===== src/logic/exec_settings.svh =====
`ifndef EXEC_SETTINGS_SVH
`define EXEC_SETTINGS_SVH

// Datapath width of operands and results
`define DATA_WIDTH 32

// Register file size
`define REG_COUNT 16
`define REG_ADDR_WIDTH 4

// Immediate field of the immediate-form instruction
`define IMM_WIDTH 8

// Cycles from a sampled strobe to resultValid
`define RESULT_LATENCY 2

`endif

===== src/logic/execPkg.sv =====
`include "exec_settings.svh"

package execPkg;

  typedef enum logic [2:0]
  {
    CLASS_REG = 3'b000,
    CLASS_IMM = 3'b001
  } instrClass_t;

  // Data-processing opcodes, bits 24..21
  typedef enum logic [3:0]
  {
    OP_AND, OP_EOR, OP_SUB, OP_RSB,
    OP_ADD, OP_ADC, OP_SBC, OP_RSC,
    OP_TST, OP_TEQ, OP_CMP, OP_CMN,
    OP_ORR, OP_MOV, OP_BIC, OP_MVN
  } aluOp_t;

  // Second operand is an 8-bit immediate
  typedef struct packed
  {
    logic [3:0] cond;
    instrClass_t cls;
    aluOp_t opcode;
    logic setFlags;
    logic [`REG_ADDR_WIDTH-1:0] rn;
    logic [`REG_ADDR_WIDTH-1:0] rd;
    logic [3:0] rotate;
    logic [`IMM_WIDTH-1:0] imm;
  } immForm_t;

  // Second operand is register Rm
  typedef struct packed
  {
    logic [3:0] cond;
    instrClass_t cls;
    aluOp_t opcode;
    logic setFlags;
    logic [`REG_ADDR_WIDTH-1:0] rn;
    logic [`REG_ADDR_WIDTH-1:0] rd;
    logic [7:0] spare;
    logic [`REG_ADDR_WIDTH-1:0] rm;
  } regForm_t;

  typedef union packed
  {
    immForm_t immForm;
    regForm_t regForm;
  } instrWord_t;

  typedef struct packed
  {
    logic n;
    logic z;
    logic c;
    logic v;
  } aluFlags_t;

endpackage


===== src/logic/resultIf.sv =====
`timescale 1ns/1ps
`include "exec_settings.svh"

interface resultIf;
  import execPkg::*;

  logic valid;
  logic [`DATA_WIDTH-1:0] value;
  logic [`REG_ADDR_WIDTH-1:0] dest;
  logic writesReg;
  aluFlags_t flags;

  modport produce (output valid, value, dest, writesReg, flags);

  modport retire (input valid, value, dest, writesReg, flags);

  // Decoder side, for bypassing the in-flight result
  modport forward (input valid, value, dest, writesReg, flags);

endinterface


===== src/logic/operandIf.sv =====
`timescale 1ns/1ps
`include "exec_settings.svh"

interface operandIf;
  import execPkg::*;

  logic valid;
  aluOp_t op;
  logic [`DATA_WIDTH-1:0] operandA;
  logic [`DATA_WIDTH-1:0] operandB;
  logic carryIn;
  logic [`REG_ADDR_WIDTH-1:0] dest;
  logic writesReg;

  modport issue (output valid, op, operandA, operandB, carryIn, dest, writesReg);

  modport execute (input valid, op, operandA, operandB, carryIn, dest, writesReg);

endinterface


===== src/logic/execTop.sv =====
`timescale 1ns/1ps
`include "exec_settings.svh"

module execTop (
  input logic clk,
  input logic rstN,
  input logic instrValid,
  input logic [31:0] instr,
  output logic resultValid,
  output logic [`DATA_WIDTH-1:0] result,
  output logic [`REG_ADDR_WIDTH-1:0] resultReg,
  output logic resultWritten,
  output logic [3:0] flags
);

  logic [`REG_ADDR_WIDTH-1:0] readAddrA;
  logic [`REG_ADDR_WIDTH-1:0] readAddrB;
  logic [`DATA_WIDTH-1:0] readDataA;
  logic [`DATA_WIDTH-1:0] readDataB;
  logic writeEn;
  logic [`REG_ADDR_WIDTH-1:0] writeAddr;
  logic [`DATA_WIDTH-1:0] writeData;
  logic carryFlag;

  operandIf issuedBus ();
  resultIf outcomeBus ();

  instrDecoder decoder_i (
    .clk(clk),
    .rstN(rstN),
    .instrValid(instrValid),
    .instr(instr),
    .readAddrA(readAddrA),
    .readAddrB(readAddrB),
    .readDataA(readDataA),
    .readDataB(readDataB),
    .carryFlag(carryFlag),
    .issued(issuedBus.issue),
    .inFlight(outcomeBus.forward)
  );

  registerFile regFile_i (
    .clk(clk),
    .rstN(rstN),
    .readAddrA(readAddrA),
    .readAddrB(readAddrB),
    .readDataA(readDataA),
    .readDataB(readDataB),
    .writeEn(writeEn),
    .writeAddr(writeAddr),
    .writeData(writeData)
  );

  aluCore alu_i (
    .issued(issuedBus.execute),
    .outcome(outcomeBus.produce)
  );

  writebackUnit writeback_i (
    .clk(clk),
    .rstN(rstN),
    .outcome(outcomeBus.retire),
    .writeEn(writeEn),
    .writeAddr(writeAddr),
    .writeData(writeData),
    .carryFlag(carryFlag),
    .resultValid(resultValid),
    .result(result),
    .resultReg(resultReg),
    .resultWritten(resultWritten),
    .flags(flags)
  );

endmodule


===== src/logic/writebackUnit.sv =====
`timescale 1ns/1ps
`include "exec_settings.svh"

module writebackUnit (
  input logic clk,
  input logic rstN,
  resultIf.retire outcome,
  output logic writeEn,
  output logic [`REG_ADDR_WIDTH-1:0] writeAddr,
  output logic [`DATA_WIDTH-1:0] writeData,
  output logic carryFlag,
  output logic resultValid,
  output logic [`DATA_WIDTH-1:0] result,
  output logic [`REG_ADDR_WIDTH-1:0] resultReg,
  output logic resultWritten,
  output execPkg::aluFlags_t flags
);
  import execPkg::*;

  // Register file takes the write on the same edge as the outputs
  assign writeEn = outcome.valid && outcome.writesReg;
  assign writeAddr = outcome.dest;
  assign writeData = outcome.value;

  assign carryFlag = flags.c;

  always_ff @(posedge clk or negedge rstN)
  begin
    if (!rstN)
    begin
      resultValid <= 1'b0;
      resultWritten <= 1'b0;
      flags <= '0;
    end
    else
    begin
      resultValid <= outcome.valid;
      resultWritten <= writeEn;
      if (outcome.valid)
      begin
        flags <= outcome.flags;
      end
    end
  end

  always_ff @(posedge clk)
  begin
    if (outcome.valid)
    begin
      result <= outcome.value;
      resultReg <= outcome.dest;
    end
  end

  writtenIsValid: assert property (
    @(posedge clk) disable iff (!rstN)
    resultWritten |-> resultValid
  );

endmodule


===== src/logic/aluCore.sv =====
`timescale 1ns/1ps
`include "exec_settings.svh"

module aluCore (
  operandIf.execute issued,
  resultIf.produce outcome
);
  import execPkg::*;

  logic [`DATA_WIDTH-1:0] a;
  logic [`DATA_WIDTH-1:0] b;
  logic [`DATA_WIDTH-1:0] addX;
  logic [`DATA_WIDTH-1:0] addY;
  logic addCin;
  logic isArith;
  logic [`DATA_WIDTH:0] sum;
  logic [`DATA_WIDTH-1:0] logicValue;
  logic [`DATA_WIDTH-1:0] value;
  aluFlags_t flagsNext;

  assign a = issued.operandA;
  assign b = issued.operandB;

  // Every arithmetic op is x + y + cin; subtraction inverts one side
  always_comb
  begin
    addX = a;
    addY = b;
    addCin = 1'b0;
    isArith = 1'b1;
    case (issued.op)
      OP_ADD, OP_CMN:
      begin
        addCin = 1'b0;
      end
      OP_ADC:
      begin
        addCin = issued.carryIn;
      end
      OP_SUB, OP_CMP:
      begin
        addY = ~b;
        addCin = 1'b1;
      end
      OP_SBC:
      begin
        addY = ~b;
        addCin = issued.carryIn;
      end
      OP_RSB:
      begin
        addX = b;
        addY = ~a;
        addCin = 1'b1;
      end
      OP_RSC:
      begin
        addX = b;
        addY = ~a;
        addCin = issued.carryIn;
      end
      default:
      begin
        isArith = 1'b0;
      end
    endcase
  end

  // Carry out doubles as the inverted borrow for subtraction
  assign sum = {1'b0, addX} + {1'b0, addY} + {{`DATA_WIDTH{1'b0}}, addCin};

  always_comb
  begin
    case (issued.op)
      OP_AND, OP_TST: logicValue = a & b;
      OP_EOR, OP_TEQ: logicValue = a ^ b;
      OP_ORR: logicValue = a | b;
      OP_MOV: logicValue = b;
      OP_BIC: logicValue = a & ~b;
      OP_MVN: logicValue = ~b;
      default: logicValue = '0;
    endcase
  end

  assign value = isArith ? sum[`DATA_WIDTH-1:0] : logicValue;

  always_comb
  begin
    flagsNext.n = value[`DATA_WIDTH-1];
    flagsNext.z = (value == '0);
    flagsNext.c = isArith ? sum[`DATA_WIDTH] : issued.carryIn;
    // Same-sign inputs giving a result of the other sign
    flagsNext.v = isArith && (addX[`DATA_WIDTH-1] == addY[`DATA_WIDTH-1]) &&
                  (value[`DATA_WIDTH-1] != addX[`DATA_WIDTH-1]);
  end

  assign outcome.valid = issued.valid;
  assign outcome.value = value;
  assign outcome.dest = issued.dest;
  assign outcome.writesReg = issued.writesReg;
  assign outcome.flags = flagsNext;

  // Opcode comes registered from the decoder
  always_comb
  begin
    if (issued.valid)
    begin
      opKnown: assert (!$isunknown(issued.op));
    end
  end

endmodule


===== src/logic/registerFile.sv =====
`timescale 1ns/1ps
`include "exec_settings.svh"

module registerFile (
  input logic clk,
  input logic rstN,
  input logic [`REG_ADDR_WIDTH-1:0] readAddrA,
  input logic [`REG_ADDR_WIDTH-1:0] readAddrB,
  output logic [`DATA_WIDTH-1:0] readDataA,
  output logic [`DATA_WIDTH-1:0] readDataB,
  input logic writeEn,
  input logic [`REG_ADDR_WIDTH-1:0] writeAddr,
  input logic [`DATA_WIDTH-1:0] writeData
);

  logic [`DATA_WIDTH-1:0] regs [`REG_COUNT];

  // Reads see the old value during a same-cycle write
  assign readDataA = regs[readAddrA];
  assign readDataB = regs[readAddrB];

  always_ff @(posedge clk or negedge rstN)
  begin
    if (!rstN)
    begin
      for (int i = 0; i < `REG_COUNT; i++)
      begin
        regs[i] <= '0;
      end
    end
    else if (writeEn)
    begin
      regs[writeAddr] <= writeData;
    end
  end

endmodule


===== src/logic/instrDecoder.sv =====
`timescale 1ns/1ps
`include "exec_settings.svh"

module instrDecoder (
  input logic clk,
  input logic rstN,
  input logic instrValid,
  input execPkg::instrWord_t instr,
  output logic [`REG_ADDR_WIDTH-1:0] readAddrA,
  output logic [`REG_ADDR_WIDTH-1:0] readAddrB,
  input logic [`DATA_WIDTH-1:0] readDataA,
  input logic [`DATA_WIDTH-1:0] readDataB,
  input logic carryFlag,
  operandIf.issue issued,
  resultIf.forward inFlight
);
  import execPkg::*;

  logic isImm;
  logic classOk;
  logic accept;
  logic compareOnly;
  logic hitA;
  logic hitB;
  logic carrySel;
  logic [`DATA_WIDTH-1:0] opA;
  logic [`DATA_WIDTH-1:0] opB;

  // Only the two data-processing classes are issued
  assign isImm = (instr.immForm.cls == CLASS_IMM);
  assign classOk = isImm || (instr.regForm.cls == CLASS_REG);
  assign accept = instrValid && classOk;

  assign readAddrA = instr.immForm.rn;
  assign readAddrB = instr.regForm.rm;

  // Older instruction still in the ALU has not reached the register file
  assign hitA = inFlight.valid && inFlight.writesReg && (inFlight.dest == readAddrA);
  assign hitB = inFlight.valid && inFlight.writesReg && (inFlight.dest == readAddrB) && !isImm;

  assign opA = hitA ? inFlight.value : readDataA;

  always_comb
  begin
    if (isImm)
    begin
      opB = {{(`DATA_WIDTH - `IMM_WIDTH){1'b0}}, instr.immForm.imm};
    end
    else if (hitB)
    begin
      opB = inFlight.value;
    end
    else
    begin
      opB = readDataB;
    end
  end

  // Flags of any valid older result are newer than the stored carry
  assign carrySel = inFlight.valid ? inFlight.flags.c : carryFlag;

  assign compareOnly = instr.immForm.opcode inside {OP_TST, OP_TEQ, OP_CMP, OP_CMN};

  always_ff @(posedge clk or negedge rstN)
  begin
    if (!rstN)
    begin
      issued.valid <= 1'b0;
    end
    else
    begin
      issued.valid <= accept;
    end
  end

  always_ff @(posedge clk)
  begin
    if (accept)
    begin
      issued.op <= instr.immForm.opcode;
      issued.operandA <= opA;
      issued.operandB <= opB;
      issued.carryIn <= carrySel;
      issued.dest <= instr.immForm.rd;
      issued.writesReg <= !compareOnly;
    end
  end

  issueFollowsStrobe: assert property (
    @(posedge clk) disable iff (!rstN)
    $rose(issued.valid) |-> $past(instrValid)
  );

endmodule


===== config.mk =====
export PLATFORM = sky130hd
export DESIGN_NAME = execTop
export DESIGN_NICKNAME = d
export VERILOG_FILES = /design/src/logic/execPkg.sv /design/src/logic/resultIf.sv /design/src/logic/operandIf.sv /design/src/logic/execTop.sv /design/src/logic/writebackUnit.sv /design/src/logic/aluCore.sv /design/src/logic/registerFile.sv /design/src/logic/instrDecoder.sv
export VERILOG_INCLUDE_DIRS = /design/src /design/src/logic
export SDC_FILE = /design/constraint.sdc
export NUM_CORES = 1
export LEC_CHECK = 0
export ABC_AREA = 0
export BUFFER_PORTS_ARGS = -buffer_cell sky130_fd_sc_hd__buf_2
export CELL_PAD_IN_SITES_DETAIL_PLACEMENT = 1
export CELL_PAD_IN_SITES_GLOBAL_PLACEMENT = 2
export CORE_MARGIN = 5
export CORE_UTILIZATION = 49
export CTS_CLUSTER_DIAMETER = 30
export DETAILED_ROUTE_END_ITERATION = 7
export GPL_ROUTABILITY_DRIVEN = 0
export GPL_TIMING_DRIVEN = 0
export PLACE_DENSITY_LB_ADDON = 0.08
export SYNTH_ARGS = -nofsm -noshare
export SYNTH_HDL_FRONTEND = slang
export SYNTH_HIERARCHICAL = 1
export SYNTH_SLANG_ARGS = --single-unit

===== constraint.sdc =====
create_clock -name clk -period 17.4 [get_ports clk]
set_clock_uncertainty 0.1 [all_clocks]
set_input_delay 1.74 -clock clk [delete_from_list [all_inputs] [get_ports clk]]
set_output_delay 1.74 -clock clk [all_outputs]
set_load 0.02 [all_outputs]

Word level (Yosys, flattened, before mapping)

Index checks and enable logic that the tools add are counted.

Register bits: 629

Add/sub/neg operators: 2
$lt $le $gt $ge: 4
Equality and inequality tests: 24
Mux-type cells: 20
Bitwise logic cells: 9
Reduce and logical (&&, ||, !) cells: 22

Operators by type and width:

| cell                 | count |
|---|---|
| $bwmux W512          | 1 |
| $mux W32             | 9 |
| $bmux W32 S4         | 2 |
| $pmux W32 S6         | 1 |
| $demux W32 S4        | 1 |
| $and A32 B32 Y32     | 2 |
| $not A32 Y32         | 2 |
| $pmux W32 S2         | 1 |
| $eq A4 B4 Y1 const B | 12 |
| $add A32 B32 Y33     | 1 |
| $add A33 B1 Y33      | 1 |
| $logic_not A32 Y1    | 1 |
| $or A32 B32 Y32      | 1 |
| $xor A32 B32 Y32     | 1 |
| $eq A4 B3 Y1 const B | 4 |
| $ge A5 B5 Y1 const B | 3 |
| $not A4 Y5           | 3 |
| $reduce_or A3 Y1     | 3 |
| $eq A4 B2 Y1 const B | 2 |
| $eq A4 B4 Y1         | 2 |
| $logic_and A1 B1 Y1  | 8 |
| $mux W8              | 1 |
| $reduce_or A8 Y1     | 1 |
| $reduce_or A2 Y1     | 3 |
| 12 further kinds     | 15 |

Depth between registers and ports, before layout

Gate-level depths: netlist of the first run.

Word-level depth: 8
Depth in mapped cells: 26
Depth with buffers taken out: 19

Cells and area by module

The synthesis of the first run kept the hierarchy.

Modules (own cells, without submodules):

| module        | times used | cells each | area each (um^2) | sequential area each (um^2) |
|---|---|---|---|---|
| registerFile  | 1          | 1,675      | 26,452.9         | 12,812.3 |
| aluCore       | 1          | 879        | 5,519.0          | 0.0 |
| instrDecoder  | 1          | 256        | 3,453.3          | 2,247.2 |
| writebackUnit | 1          | 84         | 1,561.5          | 1,231.2 |

Least setup slack after synthesis of the first run

No wires, ideal clock.

Path type: input-to-reg
From: input instr[27]
To: register decoder_i.issued.valid
Library setup time: 0.683 ns
Arrival: 7.203 ns
Data required time: 16.617 ns
Slack: 9.414 ns
Cell stages on the path: 1
Buffers on the path: 0
Cell sequence: nor3b_1

Cells in the longest elaborated chain, start to end: 3
Elaborated cells on any way between the ends: 4
Those cells by class: 1 x eq/ne; 3 x reduce/logical

Ends and longest elaborated chain:

| item                                             | line                                   | text |
|---|---|---|
| start, declared                                  | execTop.sv:8                           | `input logic [31:0] instr,` |
| $eq A3 B1 Y1 or $logic_not A3 Y1 (tied branches) | instrDecoder.sv:30, instrDecoder.sv:31 |  |
| $logic_or A1 B1 Y1 *                             | instrDecoder.sv:31                     | `assign classOk = isImm \|\| (instr.regForm.cls == CLASS_REG);` |
| $logic_and A1 B1 Y1 *                            | instrDecoder.sv:32                     | `assign accept = instrValid && classOk;` |
| end signal, assigned                             | instrDecoder.sv:72                     | `issued.valid <= accept;` |
| end, declared                                    | operandIf.sv:15                        | `modport issue (output valid, op, operandA, operandB, carryIn, dest, writesReg);` |

Every way passes the cells marked *; elsewhere a longest branch is shown, timed or not.
A chain may end at the register's enable or synchronous reset.

==> flow_metrics.py, run 1 <==
metrics = {
    "detailed_routing": {
        "drt_iter0_drc": 2754,
        "ant_nets": 0,
        "vias": 27800,
        "drc": 0,
        "firstDrtPassIters": 5,
        "wl_um": 134000,
        "wl_per_cell_um": 31.8,
        "vias_per_cell": 6.62,
    },
    "timing": {
        "fmax_ghz": 0.113,
        "max-slew-margin-rel_pct": 9.70,
        "tightestPinTransition_ps": 1340,
        "final_max_slew_viol_count": 0,
        "rsz0062_at_grt": "no",
        "fin_setup_tns_ps": 0,
        "fin_crit_ps": 8820,
        "hold_viol": 0,
        "setup_viol": 0,
        "fin_crit_sh_pct": 50.7,
    },
    "yosys": {
        "syn_area_per_cell_sq_um": 12.8,
        "yosysUniqueCellTypes": 88,
        "async_reset_ff_share_pct": 82.5,
        "netlist_area_sq_um": 37000,
        "synth_edf_count": 110,
        "synth_seq_area_share_pct": 44.0,
        "ys.warnings.count": 6,
        "syn_inst": 2894,
        "synth_nets": 2994,
        "synth_seq_cells": 629,
        "synthFlopType": "dfrtp_1",
    },
    "min_path": {
        "holdCritPathClass": "reg2reg",
        "holdCritStartpoint": "writeback_i/flags[0]",
        "hold_depth": 1,
    },
    "place": {
        "io_buffers": 67,
        "hpwl_um": 93400,
        "dpl-instance-area_sq_um": 38800,
    },
    "power_and_ir_drop": {
        "leakage_nw": 19.5,
        "vdd.ir_drop.worst_v": 0.0000893,
        "p_per_area_nw_per_um2": 116,
    },
    "floorplan": {
        "start_util_pct": 49.5,
        "dieArea_sq_um": 81100,
        "boundaryPins": 77,
        "core_sq_um": 74700,
        "num_rows": 100,
        "dieHeight_um": 285,
        "die_w_um": 285,
    },
    "cts": {
        "cts_tree": "done",
        "clock_tree.root_cell": "clkbuf_16",
        "insertion_delay_ps": 730,
        "ctsResizeCount": 0,
        "cts.path.max_buffers": 3,
        "cts_sinks": 629,
        "clk_pin_slew_ps": 50,
        "cts_hold_buf": 0,
        "htree_levels": 4,
        "cts_made_buffers": 142,
        "cts_setup_buffers": 0,
    },
    "setup_path": {
        "cp-start-kind": "register",
        "arrival_ps": 9380,
        "crit_path_max_incr_delay_ps": 660,
        "worstPathMaxFanout": 10,
        "r2r_cells": 24,
        "cp_cell_sequence": "buf_2, buf_4, buf_4, buf_4, buf_1, and3_1, a21o_1, clkbuf_1, nor2_1, a211oi_1, fa_1, inv_1, fa_1, a21o_1, a221oi_4, o221ai_2, a21oi_1, xor2_1, o21ai_0, or4_1, or4_1, or4_1, nor4_2, mux2_2",
        "cp.required_ps": 17960,
        "path_class": "reg2reg",
        "critical_path.startpoint": "decoder_i/issued.op[1]",
        "endpoint_kind": "register",
        "slowest_stage": "or4_1",
        "r2r-start": "decoder_i/issued.op[1]",
    },
    "layout": {
        "layout-drive-gt1-share_pct": 40.4,
        "fin_util_pct": 58.6,
        "finalInstanceArea_sq_um": 43800,
        "syn2layout_area_growth_pct": 18.3,
        "layout.nets": 3217,
    },
    "run": {
        "max_cap_violations": 0,
    },
    "global_route": {
        "track_usage_pct": 32.6,
        "grt_overflow_total": 0,
        "grt_max_degree": 120,
        "grt_pass1_wl_um": 199000,
        "grt_pass1_vias": 29900,
        "grt_antenna_before_repair": 10,
    },
    "run_status": {
        "outcome": "finished clean",
    },
}
[final timing paths]
path | slack [ps] | endpoint
hold reg to reg | 410 | writeback_i/flags[0]
setup reg to reg | 8580 | writeback_i/flags[2]
hold / removal | 410 | writeback_i/flags[0]
max in group asynchronous | 14060 | regFile_i/regs[347]
setup / recovery | 8580 | writeback_i/flags[2]
min in group asynchronous | 810 | regFile_i/regs[455]
[routing by layer]
metal	share of wire, %	GRT usage (%)
met4	3.3	11.0
met3	7.8	7.07
met2	48	53.2
met1	41	43.7
met5	0.013	0
[logic make-up after synthesis]
logic type	share of synthesized area (%)
buffers and inverters	4.83
flip-flops	44.0
adder cells (fa/ha/maj)	2.24
multiplexers	32.6
AND/OR/NAND/NOR	5.80
XOR/XNOR	1.11
AO/OA/AOI/OAI	9.37
[area by class of cell]
class                           instances  area (sq um)
Inverter                               73           274
Tap cell                              969          1210
Sequential cell                       629         16300
Antenna cell                            1          2.50
Multi-Input combinational cell       1890         18900
Clock buffer                          177          3900
Clock inverter                         86          1080
Buffer                                302          1510
Fill cell                            7236         30900
Timing Repair Buffer                   79           562
[metrics by stage]
step | hold WS [ps] | worst slack [ps] | instances | power, mW
2_1_floorplan | 370 | 9410 | 2894 | 2.07
3_3_place_gp | 386 | 4290 | 3930 | 2.29
3_5_place_dp | 395 | 8670 | 3942 | 2.33
4_1_cts | 408 | 8650 | 4205 | 5.07
5_1_grt | 415 | 8370 | 4205 | 5.22
6_report | 407 | 8580 | 4206 | 5.06
[registers in the layout, indices dropped and copies added, names as in the netlist]
register	cells
regFile_i/regs	512
decoder_i/issued.operandA	32
decoder_i/issued.operandB	32
writeback_i/result	32
decoder_i/issued.dest	4
decoder_i/issued.op	4
writeback_i/resultReg	4
writeback_i/flags	3
decoder_i/issued.carryIn	1
decoder_i/issued.valid	1
decoder_i/issued.writesReg	1
writeback_i/carryFlag	1
writeback_i/resultValid	1
writeback_i/resultWritten	1
[layout by cell type (no fill, tap or decap), types with 110 or more instances in the layout]
cell	n
mux4_2	256
clkbuf_16	144
edfxtp_1	110
buf_2	155
dfrtp_1	519
a22oi_1	129
o21ai_0	155
nand2_1	189
clkbuf_1	153
mux2_2	540
[power by group]
group / total (mW) / switching [mW] / internal, mW
clock network: 2.72 / 0.926 / 1.80
logic: 0.671 / 0.413 / 0.258
registers: 1.66 / 0.0691 / 1.59
total: 5.06 / 1.41 / 3.65
[critical path: cells and delay by family, from the launching register on]
family	cells	cell delay, ps
buf+inv	7	2370
fa+ha+maj	2	780
xor+xnor	1	270
compound gates	7	2290
flops	1	390
mux	1	190
simple gates	6	2350
[cell usage after synthesis, drive strengths merged, types with 14 or more instances]
cell type,count,share of area [%]
a211oi,14,0.31
a21o,14,0.28
a21oi,79,1.1
a22oi,129,2.6
a31oi,14,0.24
buf,160,2.5
clkbuf,141,1.5
dfrtp,519,35
edfxtp,110,8.9
ha,63,2.1
inv,73,0.74
mux2,550,17
mux4,256,16
nand2,190,1.9
nand2b,15,0.25
nand3,42,0.57
nor2,71,0.72
nor3,14,0.22
o21ai,162,2.2
o22ai,14,0.24
xnor2,22,0.52
xor2,25,0.59
No activity file was read; power rests on OpenSTA's default activity.
==> run 2: changes to the inputs <==
Settings changed: CORE_UTILIZATION 49 to 41.
Clock period 17.4 ns to 7.4 ns, I/O delays scaled along.
==> run 2 against run 1 <==
Compared with the run above:
- via count fell by 2.0%
- non-clock buffer count fell by 1
- register-to-register slack got worse by 8300 ps
- clock power rose to 2.6 times the previous value
- die area rose by 19%
- sequential cell count did not move
- worst setup slack got worse by 8300 ps
- sequential power rose by 130%
- fmax rose by 24%
- first-iteration DRC count fell by 13%
- total power rose by 150%
- cell area rose by 2.0%
- critical path type unchanged
- critical endpoint unchanged
- highest routed layer unchanged
==> flow_metrics.py, run 2 (synthesized netlist as in run 1, its figures left out) <==
metrics = {
    "run_status": {
        "outcome": "finished clean",
    },
    "setup_path": {
        "endpoint_kind": "register",
        "r2r_slack_ps": 270,
        "slowest_stage": "or4_1",
        "cp.required_ps": 7950,
        "cp_cell_sequence": "buf_2, buf_4, buf_4, buf_6, and3_2, a21o_1, clkbuf_4, nor2_1, a211oi_2, fa_2, inv_1, fa_1, a21o_1, a221o_1, a311o_1, a31o_2, nand4b_1, nor4_4, nand4bb_2, or4_1, or4_1, nor4_2, mux2_2",
        "r2r_end": "writeback_i/flags[2]",
        "worstPathMaxFanout": 19,
        "path_buf_inv": 6,
        "arrival_ps": 7690,
        "crit_path_max_incr_delay_ps": 560,
        "r2r_cells": 23,
        "cp-start-kind": "register",
        "path_class": "reg2reg",
        "cp_top_family": "simple AND/OR/NAND/NOR gates",
        "r2r-start": "decoder_i/issued.op[1]",
    },
    "global_route": {
        "grt_max_degree": 116,
        "grt_antenna_before_repair": 14,
        "track_usage_pct": 28.3,
        "grt_pass1_wl_um": 202000,
        "grt_overflow_total": 0,
        "grt_pass1_vias": 29600,
    },
    "detailed_routing": {
        "wl_met1_um": 59600,
        "firstDrtPassIters": 5,
        "wl_um": 136000,
        "vias": 27300,
        "wl_met2_um": 64100,
        "met3WireLength_um": 7850,
        "drc": 0,
        "wl_per_cell_um": 30.6,
        "top_layer_used": "met5",
        "drt_iter0_drc": 2387,
        "vias_per_cell": 6.14,
        "ant_nets": 0,
    },
    "cts": {
        "cts_tree": "done",
        "cts_hold_buf": 0,
        "cts_sinks": 629,
        "cts.path.max_buffers": 3,
        "htree_levels": 4,
        "clock_tree.root_cell": "clkbuf_16",
        "insertion_delay_ps": 720,
        "cts_made_buffers": 159,
        "clk_pin_slew_ps": 40,
    },
    "timing": {
        "fmax_ghz": 0.140,
        "fin_setup_tns_ps": 0,
        "whs_ps": 7.57,
        "hold_viol": 0,
        "tightestPinTransition_ps": 1190,
        "final_max_slew_viol_count": 0,
        "setup_viol": 0,
        "max-slew-margin-rel_pct": 19.9,
        "fin_crit_sh_pct": 96.4,
        "fin_crit_ps": 7130,
    },
    "place": {
        "dpl-instance-area_sq_um": 39000,
        "io_buffers": 67,
        "hpwl_um": 98400,
    },
    "floorplan": {
        "core_sq_um": 89700,
        "start_util_pct": 41.2,
        "dieArea_sq_um": 96300,
        "dieHeight_um": 310,
        "num_rows": 110,
        "die_w_um": 310,
        "boundaryPins": 77,
    },
    "layout": {
        "regMostFlops": "regFile_i/regs",
        "layout_commonest_cell": "mux2_2",
        "finalInstanceArea_sq_um": 44600,
        "largest_reg_flops": 512,
        "fin_util_pct": 49.7,
        "layout-drive-gt1-share_pct": 41.3,
        "final_cell_mix": "mux2_2 (540), dfrtp_1 (519), mux4_2 (256), nand2_1 (188), clkbuf_16 (162)",
        "layout.nets": 3233,
        "syn2layout_area_growth_pct": 20.7,
    },
    "min_path": {
        "holdCritPathClass": "in2async",
    },
    "power_and_ir_drop": {
        "vdd.ir_drop.worst_v": 0.000234,
        "p_per_area_nw_per_um2": 282,
        "leakage_nw": 19.9,
    },
    "run": {
        "max_cap_violations": 0,
    },
}
-- run 2: power breakdown --
part / total, mW / internal, mW / leakage [nW] / switching (mW)
Sequential: 3.90 / 3.75 / 8.18 / 0.151
Clock: 7.08 / 4.95 / 2.68 / 2.13
Combinational: 1.59 / 0.612 / 9.01 / 0.978
-- run 2: timing repair --
action                     4_1_cts  5_1_grt
pin swaps                        2        1
gates resized for setup         24       10
setup endpoints to repair      343       33
buffers inserted                 0        2
-- run 2: cell type report --
| type | count | area [sq um] |
|---|---|---|
| multi-input cells | 1890 | 19000 |
| inverters | 73 | 274 |
| flip-flops and latches | 629 | 16300 |
| plain buffers | 300 | 1530 |
| clock inverters | 78 | 993 |
| clock buffers | 214 | 4510 |
| diodes | 1 | 2.50 |
| well taps | 1176 | 1470 |
| repair buffers | 80 | 549 |
| fillers | 9062 | 45100 |
-- run 2: metal layers --
layer / track usage (%) / vias up
li1: - / 11600
met1: 39.3 / 14500
met2: 45.6 / 891
met3: 4.89 / 277
met4: 9.41 / 4
met5: 0 / -
-- run 2: through the flow --
| stage | std cells | worst slack, ps | power (mW) |
|---|---|---|---|
| final | 4441 | 265 | 12.6 |
| after global routing | 4440 | -10.8 | 13.0 |
| after CTS | 4438 | 31.3 | 12.7 |
| after detailed placement | 4148 | -1500 | 5.50 |
| after global placement | 4137 | -5100 | 5.42 |
| after floorplan | 2894 | 414 | 4.87 |
-- run 2: worst max path at each step --
stage / endpoint / cells after the start / from
6_report: writeback_i/flags[2] / 23 / decoder_i/issued.op[1]
5_1_grt: writeback_i/flags[2] / 23 / decoder_i/issued.op[1]
4_1_cts: writeback_i/flags[2] / 23 / decoder_i/issued.op[1]
3_5_place_dp: writeback_i/flags[2] / 24 / decoder_i/issued.op[1]
3_3_place_gp: decoder_i/issued.valid / 1 / rstN
2_1_floorplan: decoder_i/issued.valid / 1 / instr[27]
